## src/dl_pkg.sv

```systemverilog
/* Download types, target index codes and reset values shared by the ROM
   download path. Modules import it inside their body. */

package dl_pkg;

    localparam int ADDR_W    = 25;  // Byte address width from the host
    localparam int DIP_BYTES = 4;

    typedef logic [7:0]             byte_t;
    typedef logic [15:0]            word_t;
    typedef logic [ADDR_W-1:0]      addr_t;
    typedef logic [7:0]             index_t;

    // Byte 0 of the DIP bank sits in the low bits
    typedef logic [8*DIP_BYTES-1:0] dipsw_t;

    typedef logic [6:0]             core_mod_t;

    // Download index codes sent by the host
    localparam index_t IDX_ROM      = 8'd0;
    localparam index_t IDX_CORE_MOD = 8'd1;
    localparam index_t IDX_DIP      = 8'd254;

    // Register values after reset
    localparam core_mod_t CORE_MOD_RESET = 7'd1;
    localparam dipsw_t    DIPSW_RESET    = '1;   // All switches off

endpackage

```

## src/dl_index_router.sv

```systemverilog
/* Sends each downloaded byte to its target by download index: the ROM
   write port, the DIP switch bank or the core-mode register */

`timescale 1ns/1ps

module dl_index_router (
    input  logic              clk_rom,
    input  logic              rst,
    // Session state from the host
    input  logic              dl_active,
    input  dl_pkg::index_t    dl_index,
    // Byte writes from the splitter
    input  logic              byte_wr,
    input  dl_pkg::addr_t     byte_addr,
    input  dl_pkg::byte_t     byte_data,
    // ROM writer port, one cycle behind byte_wr
    output logic              rom_wr,
    output dl_pkg::addr_t     rom_addr,
    output dl_pkg::byte_t     rom_data,
    // Configuration registers
    output dl_pkg::dipsw_t    dipsw,
    output dl_pkg::core_mod_t core_mod,
    output logic              downloading
);
    import dl_pkg::*;

    localparam int DIP_SEL_W = $clog2(DIP_BYTES);
    localparam int CORE_W    = $bits(core_mod_t);

    logic                 is_rom;
    logic                 is_dip;
    logic                 is_core;
    logic                 dip_hit;      // Address falls inside the DIP bank
    logic [DIP_SEL_W-1:0] dip_sel;
    logic                 rom_sel;
    logic                 dip_sel_wr;
    logic                 core_sel_wr;

    // Index decode, shared by all targets
    assign is_rom  = (dl_index == IDX_ROM);
    assign is_dip  = (dl_index == IDX_DIP);
    assign is_core = (dl_index == IDX_CORE_MOD);

    assign dip_hit = (byte_addr < ADDR_W'(DIP_BYTES));
    assign dip_sel = byte_addr[DIP_SEL_W-1:0];

    assign rom_sel     = byte_wr && is_rom;
    assign dip_sel_wr  = byte_wr && is_dip && dip_hit;
    // Odd byte of a word would clobber the value just written
    assign core_sel_wr = byte_wr && is_core && !byte_addr[0];

    // Tells the rest of the board a ROM load is running
    assign downloading = dl_active && is_rom;

    // ROM write strobe
    always_ff @(posedge clk_rom or posedge rst) begin
        if (rst) begin
            rom_wr <= 1'b0;
        end else begin
            rom_wr <= rom_sel;
        end
    end

    // ROM address and data follow the strobe
    always_ff @(posedge clk_rom) begin
        if (rom_sel) begin
            rom_addr <= byte_addr;
            rom_data <= byte_data;
        end
    end

    // DIP bank, one byte per address
    always_ff @(posedge clk_rom or posedge rst) begin
        if (rst) begin
            dipsw <= DIPSW_RESET;
        end else if (dip_sel_wr) begin
            dipsw[{dip_sel, 3'b000} +: 8] <= byte_data;
        end
    end

    // Core mode flags
    always_ff @(posedge clk_rom or posedge rst) begin
        if (rst) begin
            core_mod <= CORE_MOD_RESET;
        end else if (core_sel_wr) begin
            core_mod <= byte_data[CORE_W-1:0];  // Bit 7 unused
        end
    end

endmodule

```

## src/dl_word_splitter.sv

```systemverilog
/* Takes one 16-bit download word per four-phase req/ack transfer and
   issues it as two byte writes, low byte first, HALF_GAP cycles apart */

`timescale 1ns/1ps

module dl_word_splitter #(
    parameter int HALF_GAP = 24     // Cycles from first to second byte write
) (
    input  logic          clk_rom,
    input  logic          rst,
    // Host side
    input  logic          dl_req,
    input  dl_pkg::addr_t dl_addr,
    input  dl_pkg::word_t dl_data,
    output logic          dl_ack,
    // Byte write strobe towards the router
    output logic          byte_wr,
    output dl_pkg::addr_t byte_addr,
    output dl_pkg::byte_t byte_data
);
    import dl_pkg::*;

    localparam int              CNT_W    = $clog2(HALF_GAP);
    localparam logic [CNT_W-1:0] GAP_LOAD = CNT_W'(HALF_GAP - 1);

    typedef enum logic [1:0] {
        ST_IDLE,    // Waiting for dl_req
        ST_GAP,     // Low byte sent, counting down
        ST_HIGH,    // High byte strobe on the bus
        ST_ACK      // dl_ack high until dl_req drops
    } state_t;

    state_t           state;
    logic [CNT_W-1:0] gap_cnt;
    byte_t            word_hi;      // High byte held for the second write
    logic             accept;
    logic             emit_hi;

    // The gap counter needs at least one idle cycle between strobes
    if (HALF_GAP < 2) begin : g_gap_check
        $error("HALF_GAP must be at least 2");
    end

    assign accept  = (state == ST_IDLE) && dl_req;
    assign emit_hi = (state == ST_GAP) && (gap_cnt == '0);

    // Handshake and strobe sequencing
    always_ff @(posedge clk_rom or posedge rst) begin
        if (rst) begin
            state   <= ST_IDLE;
            gap_cnt <= '0;
            byte_wr <= 1'b0;
            dl_ack  <= 1'b0;
        end else begin
            case (state)
                ST_IDLE: begin
                    if (accept) begin
                        byte_wr <= 1'b1;        // Low byte goes out next cycle
                        gap_cnt <= GAP_LOAD;
                        state   <= ST_GAP;
                    end
                end
                ST_GAP: begin
                    if (emit_hi) begin
                        byte_wr <= 1'b1;
                        state   <= ST_HIGH;
                    end else begin
                        byte_wr <= 1'b0;
                        gap_cnt <= gap_cnt - 1'b1;
                    end
                end
                ST_HIGH: begin
                    byte_wr <= 1'b0;
                    dl_ack  <= 1'b1;            // Both bytes are out
                    state   <= ST_ACK;
                end
                ST_ACK: begin
                    // Host releases the request, return to idle
                    if (!dl_req) begin
                        dl_ack <= 1'b0;
                        state  <= ST_IDLE;
                    end
                end
                default: state <= ST_IDLE;
            endcase
        end
    end

    // Byte payload, only meaningful while byte_wr is high
    always_ff @(posedge clk_rom) begin
        if (accept) begin
            byte_addr <= {dl_addr[ADDR_W-1:1], 1'b0};  // Words start even
            byte_data <= dl_data[7:0];
            word_hi   <= dl_data[15:8];
        end else if (emit_hi) begin
            byte_addr[0] <= 1'b1;
            byte_data    <= word_hi;
        end
    end

endmodule

```

## src/rom_download.sv

```systemverilog
/* ROM download path top level. Host words enter through the splitter and
   the resulting bytes are routed to the ROM port and config registers. */

`timescale 1ns/1ps

module rom_download #(
    parameter int HALF_GAP = 24     // Spacing of the two byte writes per word
) (
    input  logic              clk_rom,
    input  logic              rst,
    // Host download interface, four-phase req/ack
    input  logic              dl_req,
    output logic              dl_ack,
    input  dl_pkg::addr_t     dl_addr,
    input  dl_pkg::word_t     dl_data,
    input  dl_pkg::index_t    dl_index,
    input  logic              dl_active,    // High for the whole session
    // ROM writer
    output logic              rom_wr,
    output dl_pkg::addr_t     rom_addr,
    output dl_pkg::byte_t     rom_data,
    // Configuration outputs
    output dl_pkg::dipsw_t    dipsw,
    output dl_pkg::core_mod_t core_mod,
    output logic              downloading
);
    import dl_pkg::*;

    // Byte stream between splitter and router
    logic  byte_wr;
    addr_t byte_addr;
    byte_t byte_data;

    dl_word_splitter #(
        .HALF_GAP  ( HALF_GAP  )
    ) u_splitter (
        .clk_rom   ( clk_rom   ),
        .rst       ( rst       ),
        .dl_req    ( dl_req    ),
        .dl_addr   ( dl_addr   ),
        .dl_data   ( dl_data   ),
        .dl_ack    ( dl_ack    ),
        .byte_wr   ( byte_wr   ),
        .byte_addr ( byte_addr ),
        .byte_data ( byte_data )
    );

    // Router adds one register stage on the ROM side
    dl_index_router u_router (
        .clk_rom     ( clk_rom     ),
        .rst         ( rst         ),
        .dl_active   ( dl_active   ),
        .dl_index    ( dl_index    ),
        .byte_wr     ( byte_wr     ),
        .byte_addr   ( byte_addr   ),
        .byte_data   ( byte_data   ),
        .rom_wr      ( rom_wr      ),
        .rom_addr    ( rom_addr    ),
        .rom_data    ( rom_data    ),
        .dipsw       ( dipsw       ),
        .core_mod    ( core_mod    ),
        .downloading ( downloading )
    );

endmodule

```

## config.mk

```make
export PLATFORM = sky130hd
export DESIGN_NAME = rom_download
export DESIGN_NICKNAME = d
export VERILOG_FILES = /design/src/dl_pkg.sv /design/src/dl_index_router.sv /design/src/dl_word_splitter.sv /design/src/rom_download.sv
export SDC_FILE = /design/constraint.sdc
export NUM_CORES = 1
export LEC_CHECK = 0
export ABC_CLOCK_PERIOD_IN_PS = 7650
export BUFFER_PORTS_ARGS = -buffer_cell sky130_fd_sc_hd__buf_2
export CORE_AREA = 2 2 119 121
export CTS_BUF_LIST = sky130_fd_sc_hd__clkbuf_4
export CTS_CLUSTER_SIZE = 40
export DETAILED_ROUTE_END_ITERATION = 10
export DIE_AREA = 0 0 121 123
export PLACE_DENSITY_LB_ADDON = 0.1
export SLEW_MARGIN = 20
export SYNTH_ARGS = -nofsm -noshare
export SYNTH_HDL_FRONTEND = slang
export SYNTH_SLANG_ARGS = --single-unit
```

## constraint.sdc

```tcl
create_clock -name clk_rom -period 7.65 [get_ports clk_rom]
set_input_delay 1.1475 -clock clk_rom [delete_from_list [all_inputs] [get_ports clk_rom]]
set_output_delay 1.1475 -clock clk_rom [all_outputs]
set_load 0.02 [all_outputs]
```

After elaboration in Yosys (flattened, before gate mapping)
Index checks and enable logic that the tools add are counted.

Add/sub/neg operators: 2. Magnitude comparators: 1. Equality and inequality tests: 9. Shift-type cells: 2. Muxes and demuxes: 15. Reduce and logical (&&, ||, !) cells: 20.

Operators with widths (count): $bwmux 32 (1); $shift 8x7->32 const A (1); $shiftx 8x7->32 (1); $lt 25x3->1 const B (1); $mux 8 (2); $mux 5 (2); $pmux 5 s2 (1); $eq 8x1->1 const B (1); $eq 8x8->1 const B (1); $logic_and 1x1->1 (8); $logic_not 8->1 (1); $pmux 2 s4 (1); $neg 5->7 (1); $mux 2 (3); $reduce_and 3->1 (2); $reduce_bool 2->1 (3); $logic_not 5->1 (1); $sub 5x1->5 const B (1); $eq 2x2->1 const B (2); $ne 2x1->1 const B (2); $ne 2x2->1 const B (2); $reduce_and 2->1 (2); $mux 1 (3); $pmux 1 s3 (1); 5 further kinds (5).

Register bits after elaboration: 123. Bits of input ports: 53. Output and inout port bits: 75. Word-level logic and storage cells: 62.

Longest topological paths before layout
Depth after elaboration: 4. Gate-level depth with buffers: 7.

Modules after synthesis
From an unflattened synthesis, not the netlist that was laid out.

Cells, all modules: 330. Area total of the unflattened synthesis: 5012.3 um^2.

Modules (own cells, without submodules): dl_index_router (instances 1, cells an instance 215, area each 3084.2 um^2); dl_word_splitter (instances 1, cells an instance 115, area each 1928.1 um^2).

Least setup slack after synthesis
Ideal clock, no wire load.

Kind: input to register. From: input dl_index[5]. To: register u_router.rom_addr[0], enable pin. Setup time: 467 ps. Arrival time: 3822 ps. Data required time: 7183 ps. Path slack: 3362 ps. Cell stages on the path: 3. Buffers on the path: 0. Cell sequence: nor4_1 > nand2_1 > nor3_1.

Longest elaborated chain between the ends: 2.

RTL lines: start, declared (RTL line rom_download.sv:16) `input dl_pkg::index_t dl_index,`; $logic_not 8->1 (RTL line dl_index_router.sv:40) `assign is_rom = (dl_index == IDX_ROM);`; $logic_and 1x1->1 (RTL line dl_index_router.sv:47) `assign rom_sel = byte_wr && is_rom;`; named net u_router.rom_sel (RTL line dl_index_router.sv:35) `logic rom_sel;`; end signal, assigned (RTL line dl_index_router.sv:67) `rom_addr <= byte_addr;`; end, declared (RTL line dl_index_router.sv:18) `output dl_pkg::addr_t rom_addr,`.

The timed path passes the listed nets, and every way through them passes these cells. A chain may end at the register's enable or synchronous reset.

Final worst setup path
From: input dl_index[1]. To: output downloading.

Longest elaborated chain between the ends: 2.

RTL lines: $logic_not 8->1 (RTL line dl_index_router.sv:40); $logic_and 1x1->1 (RTL line dl_index_router.sv:53) `assign downloading = dl_active && is_rom;`; end, declared (RTL line rom_download.sv:25) `output logic downloading`.

No other way between the ends.

==> summary by stage <==
Critical path
In this run the worst setup path begins at dl_index[1]. STA classifies the critical path endpoint as an output pin. The kind of start point of the critical path is an input port. The type of the setup path with the least slack is input port to output pin.

The data required time at the worst endpoint is 6.50 ns. The arrival time reported for the critical path endpoint is 2.13 ns. In this run the worst path has a maximum fanout of 3. The worst register-to-register path begins at u_splitter.state[0].

CTS
The clock tree from TritonCTS is done. The clock net sink count is 123. The total CTS buffers is 17. The post-CTS clock slew at the launch and capture registers of the worst setup and hold paths is 0.11 ns. In this run the clock root is driven by a sky130_fd_sc_hd__clkbuf_4. The maximum number of buffers from clock root to sink is 2.

The number of gates resized after CTS was 0. The clock reaches the later pin of the worst-skew pair after 0.54 ns. In this run the post-CTS setup repair buffer count came out at 0.

The count of H-tree levels built during CTS is 4. In this run, post-CTS hold repair placed 0 buffers.

Timing
The final count of pins violating max slew is 0. The worst-case clock skew is 0.0123 ns. Static timing analysis puts the maximum clock frequency at 305 MHz. Setup violations remaining at the end of the flow were counted as 0. Adding up every negative setup slack in the final design gives 0 ns.

Setup repair after global routing left no endpoint under its margin. The transition time at the pin with the least slew margin is 0.669 ns. After layout, the minimum clock period comes to 3.28 ns.

The final hold slack is 0.457 ns. Headroom to the max-slew limit came out at 55.4%. The number of hold violations in the final report is 0. The final critical-path share of the clock period is 42.9%. The minimum setup slack in the final design is 4.37 ns.

Yosys
Synthesis produced 329 cells. The synthesized area per cell is 15.1 sq um. The number of different library cells in the post-synthesis netlist is 43. The number of flip-flops and latches in the synthesized netlist is 123. The fraction of synthesis flops using an asynchronous set or reset pin is 39.8%. The number of nets produced by synthesis is 392. The synthesized design contains 73 enable-type register cells. The most used flip-flop cell after synthesis is sky130_fd_sc_hd__edfxtp_1.

During synthesis, Yosys emitted a total of 0 warnings. After synthesis the cells add up to 4960 sq um. The sequential area share after synthesis is 70.1%.

Final layout
Of the cells placed in the final design, the portion with a size suffix greater than 1 is 46.5%. Leaving out fill and tap cells, the most frequent cell in the layout is sky130_fd_sc_hd__buf_2. The number of nets in the final layout is 534. The finished layout cell area is 6100 sq um. The top cell types in the final layout, fill and taps aside, are sky130_fd_sc_hd__buf_2, sky130_fd_sc_hd__edfxtp_1, sky130_fd_sc_hd__inv_1. After filler insertion, the fill cell instance count of the layout stands at 1295.

From synthesis to final layout, the design area changed by 22.9%.

Drt
The detailed router finished its first iteration with 137 violations. The count of vias placed by the detailed router is 2996. The aggregate routed wire length is 10.4 mm. The first detailed-routing pass took 4 iterations. The average detailed-routed wire length per instance is 15.6 um. After detailed routing, the number of remaining DRC violations is 0. The count of nets left with antenna violations after detail routing is 0. Dividing the detail-routed via count by the number of cells gives 4.51.

Die
The floorplan step defined a die boundary enclosing 14900 sq um. The cell row count is 43. The initial core utilization is 36.5%. The die is 121 um wide. The total area inside the core boundary comes to 13600 sq um. The count of boundary I/O pins is 128.

The die boundary height is 123 um.

Place
The total of buffers placed on input and output ports is 126. Once detailed placement completed, the half-perimeter wirelength came to 7.28 mm. The last weighted congestion value of the routability-driven placer is 0.775.

The placed instances occupy a cell area of 5820 sq um. Prior to clock tree synthesis, the placed netlist has a worst setup slack of 4.33 ns.

Min path
The path category of the worst min-delay check is flip-flop to flip-flop. The worst hold path begins at u_splitter.byte_addr[16].

Pwr
Combinational logic is responsible for 15.8% of the overall power. The maximum VDD drop is 0.122 mV. Net switching is 28.2% of the power. The leakage dissipation is 2.65 nW.

The total internal power is 1.10 mW. The net switching power figure is 0.431 mW. In this run, flip-flops and latches consume 55.7% of the power.

In this run the power density over the cells is 250 nW/um^2. After layout, the design draws a total of 1.53 mW. In this run, the clock network consumes 28.5% of the power.

Global route
The largest net degree at the start of global routing is 50. For this run the aggregate overflow at the end of global routing stands at 0. The number of antenna violations at the first check in global routing is 1.

The via count of the first global-routing pass was 3025. The global-route wire length before repair is 15.9 mm. For this run, the total global-route usage over all layers was measured as 14.8%.

Run
The tool flagged a number of max-cap violations equal to 0.

Status
The flow ran to the end, and the final reports show no timing, DRC or antenna violations.
worst paths after layout:
path | to | slack, ns | cells after the start
worst max-delay path | downloading | 4.37 | 5
worst min-delay path | u_router.rom_addr[16] | 0.46 | 0
worst max register to register | u_splitter.byte_addr[8] | 5.45 | 5
worst min register to register | u_router.rom_addr[16] | 0.46 | 0
max in group asynchronous | u_router.rom_wr | 6.42 | 3
min in group asynchronous | u_router.core_mod[5] | 0.77 | 3
flip-flops by register name, summed over array words and instances, names as in the netlist:
| name | cells |
|---|---|
| u_router.core_mod | 7 |
| u_router.dipsw | 32 |
| u_router.rom_addr | 25 |
| u_router.rom_data | 8 |
| u_router.rom_wr | 1 |
| u_splitter.byte_addr | 25 |
| u_splitter.byte_data | 8 |
| u_splitter.byte_wr | 1 |
| u_splitter.dl_ack | 1 |
| u_splitter.gap_cnt | 5 |
| u_splitter.state | 2 |
| u_splitter.word_hi | 8 |
layout make-up:
| class | count | area [sq um] | share of cell area [%] |
|---|---|---|---|
| clock buffer | 22 | 165 | 2.71 |
| tap | 180 | 225 | 3.69 |
| multi-input combinational | 154 | 1300 | 21.3 |
| inverter | 46 | 173 | 2.83 |
| sequential | 123 | 3480 | 57.1 |
| timing repair buffer | 129 | 653 | 10.7 |
| clock inverter | 10 | 103 | 1.68 |
| antenna | 1 | 2.50 | 0.0410 |
routing by layer:
metal | up-vias | wire, um | global-route usage [%]
met3 | 16 | 455 | 4.61
li1 | 1445 | - | -
met1 | 1457 | 4660 | 18.3
met5 | - | 0 | 0
met4 | 0 | 206 | 7.19
met2 | 78 | 5070 | 23.6
cell families after synthesis:
kind of cell | after synthesis | synth area share [%]
and+or+nand+nor | 75 | 10.2
adders and majority gates | 10 | 2.52
AOI/OAI and AO/OA | 18 | 2.29
buffers and inverters | 52 | 3.96
xor gates and xnor gates | 2 | 0.353
DFF | 123 | 70.1
muxes | 49 | 10.5
stage by stage:
| step | cells | util [%] |
|---|---|---|
| after global placement | 632 | 42.8 |
| after detailed placement | 632 | 42.8 |
| after global routing | 665 | 44.8 |
| final | 665 | 44.8 |
| after floorplan | 329 | - |
| after CTS | 664 | 44.7 |
synth_stat cells (all sizes together), types with 2 or more instances:
cell type | instances | area (sq um)
inv | 46 | 173
buf | 4 | 16.3
and3 | 2 | 12.5
nor3 | 10 | 95.1
a21oi | 5 | 25.0
nor4 | 5 | 82.6
dfrtp | 16 | 400
nor2 | 5 | 18.8
edfxtp | 73 | 2190
dfstp | 33 | 867
and4bb | 2 | 25.0
o21ai | 6 | 30.0
nor4b | 2 | 23.8
clkbuf | 2 | 7.51
xor2 | 2 | 17.5
mux2 | 17 | 203
mux2i | 32 | 320
nand2 | 39 | 146
ha | 10 | 125
nand4 | 2 | 42.5
power groups by stage:
stage                     Sequential (mW)  Clock, mW  Combinational, mW
after floorplan                     0.851          0              0.169
after global placement              0.863          0              0.235
after detailed placement            0.865          0              0.242
after CTS                           0.852      0.456              0.243
after global routing                0.861      0.484              0.275
final                               0.851      0.435              0.241
worst max-delay path, stage by stage:
cell and delay [ns]:
sky130_fd_sc_hd__buf_2 0.10, sky130_fd_sc_hd__nor3_1 0.33, sky130_fd_sc_hd__nand2_1 0.17, sky130_fd_sc_hd__nor3b_1 0.20
sky130_fd_sc_hd__buf_2 0.19
(Power assumes the default switching activity.)
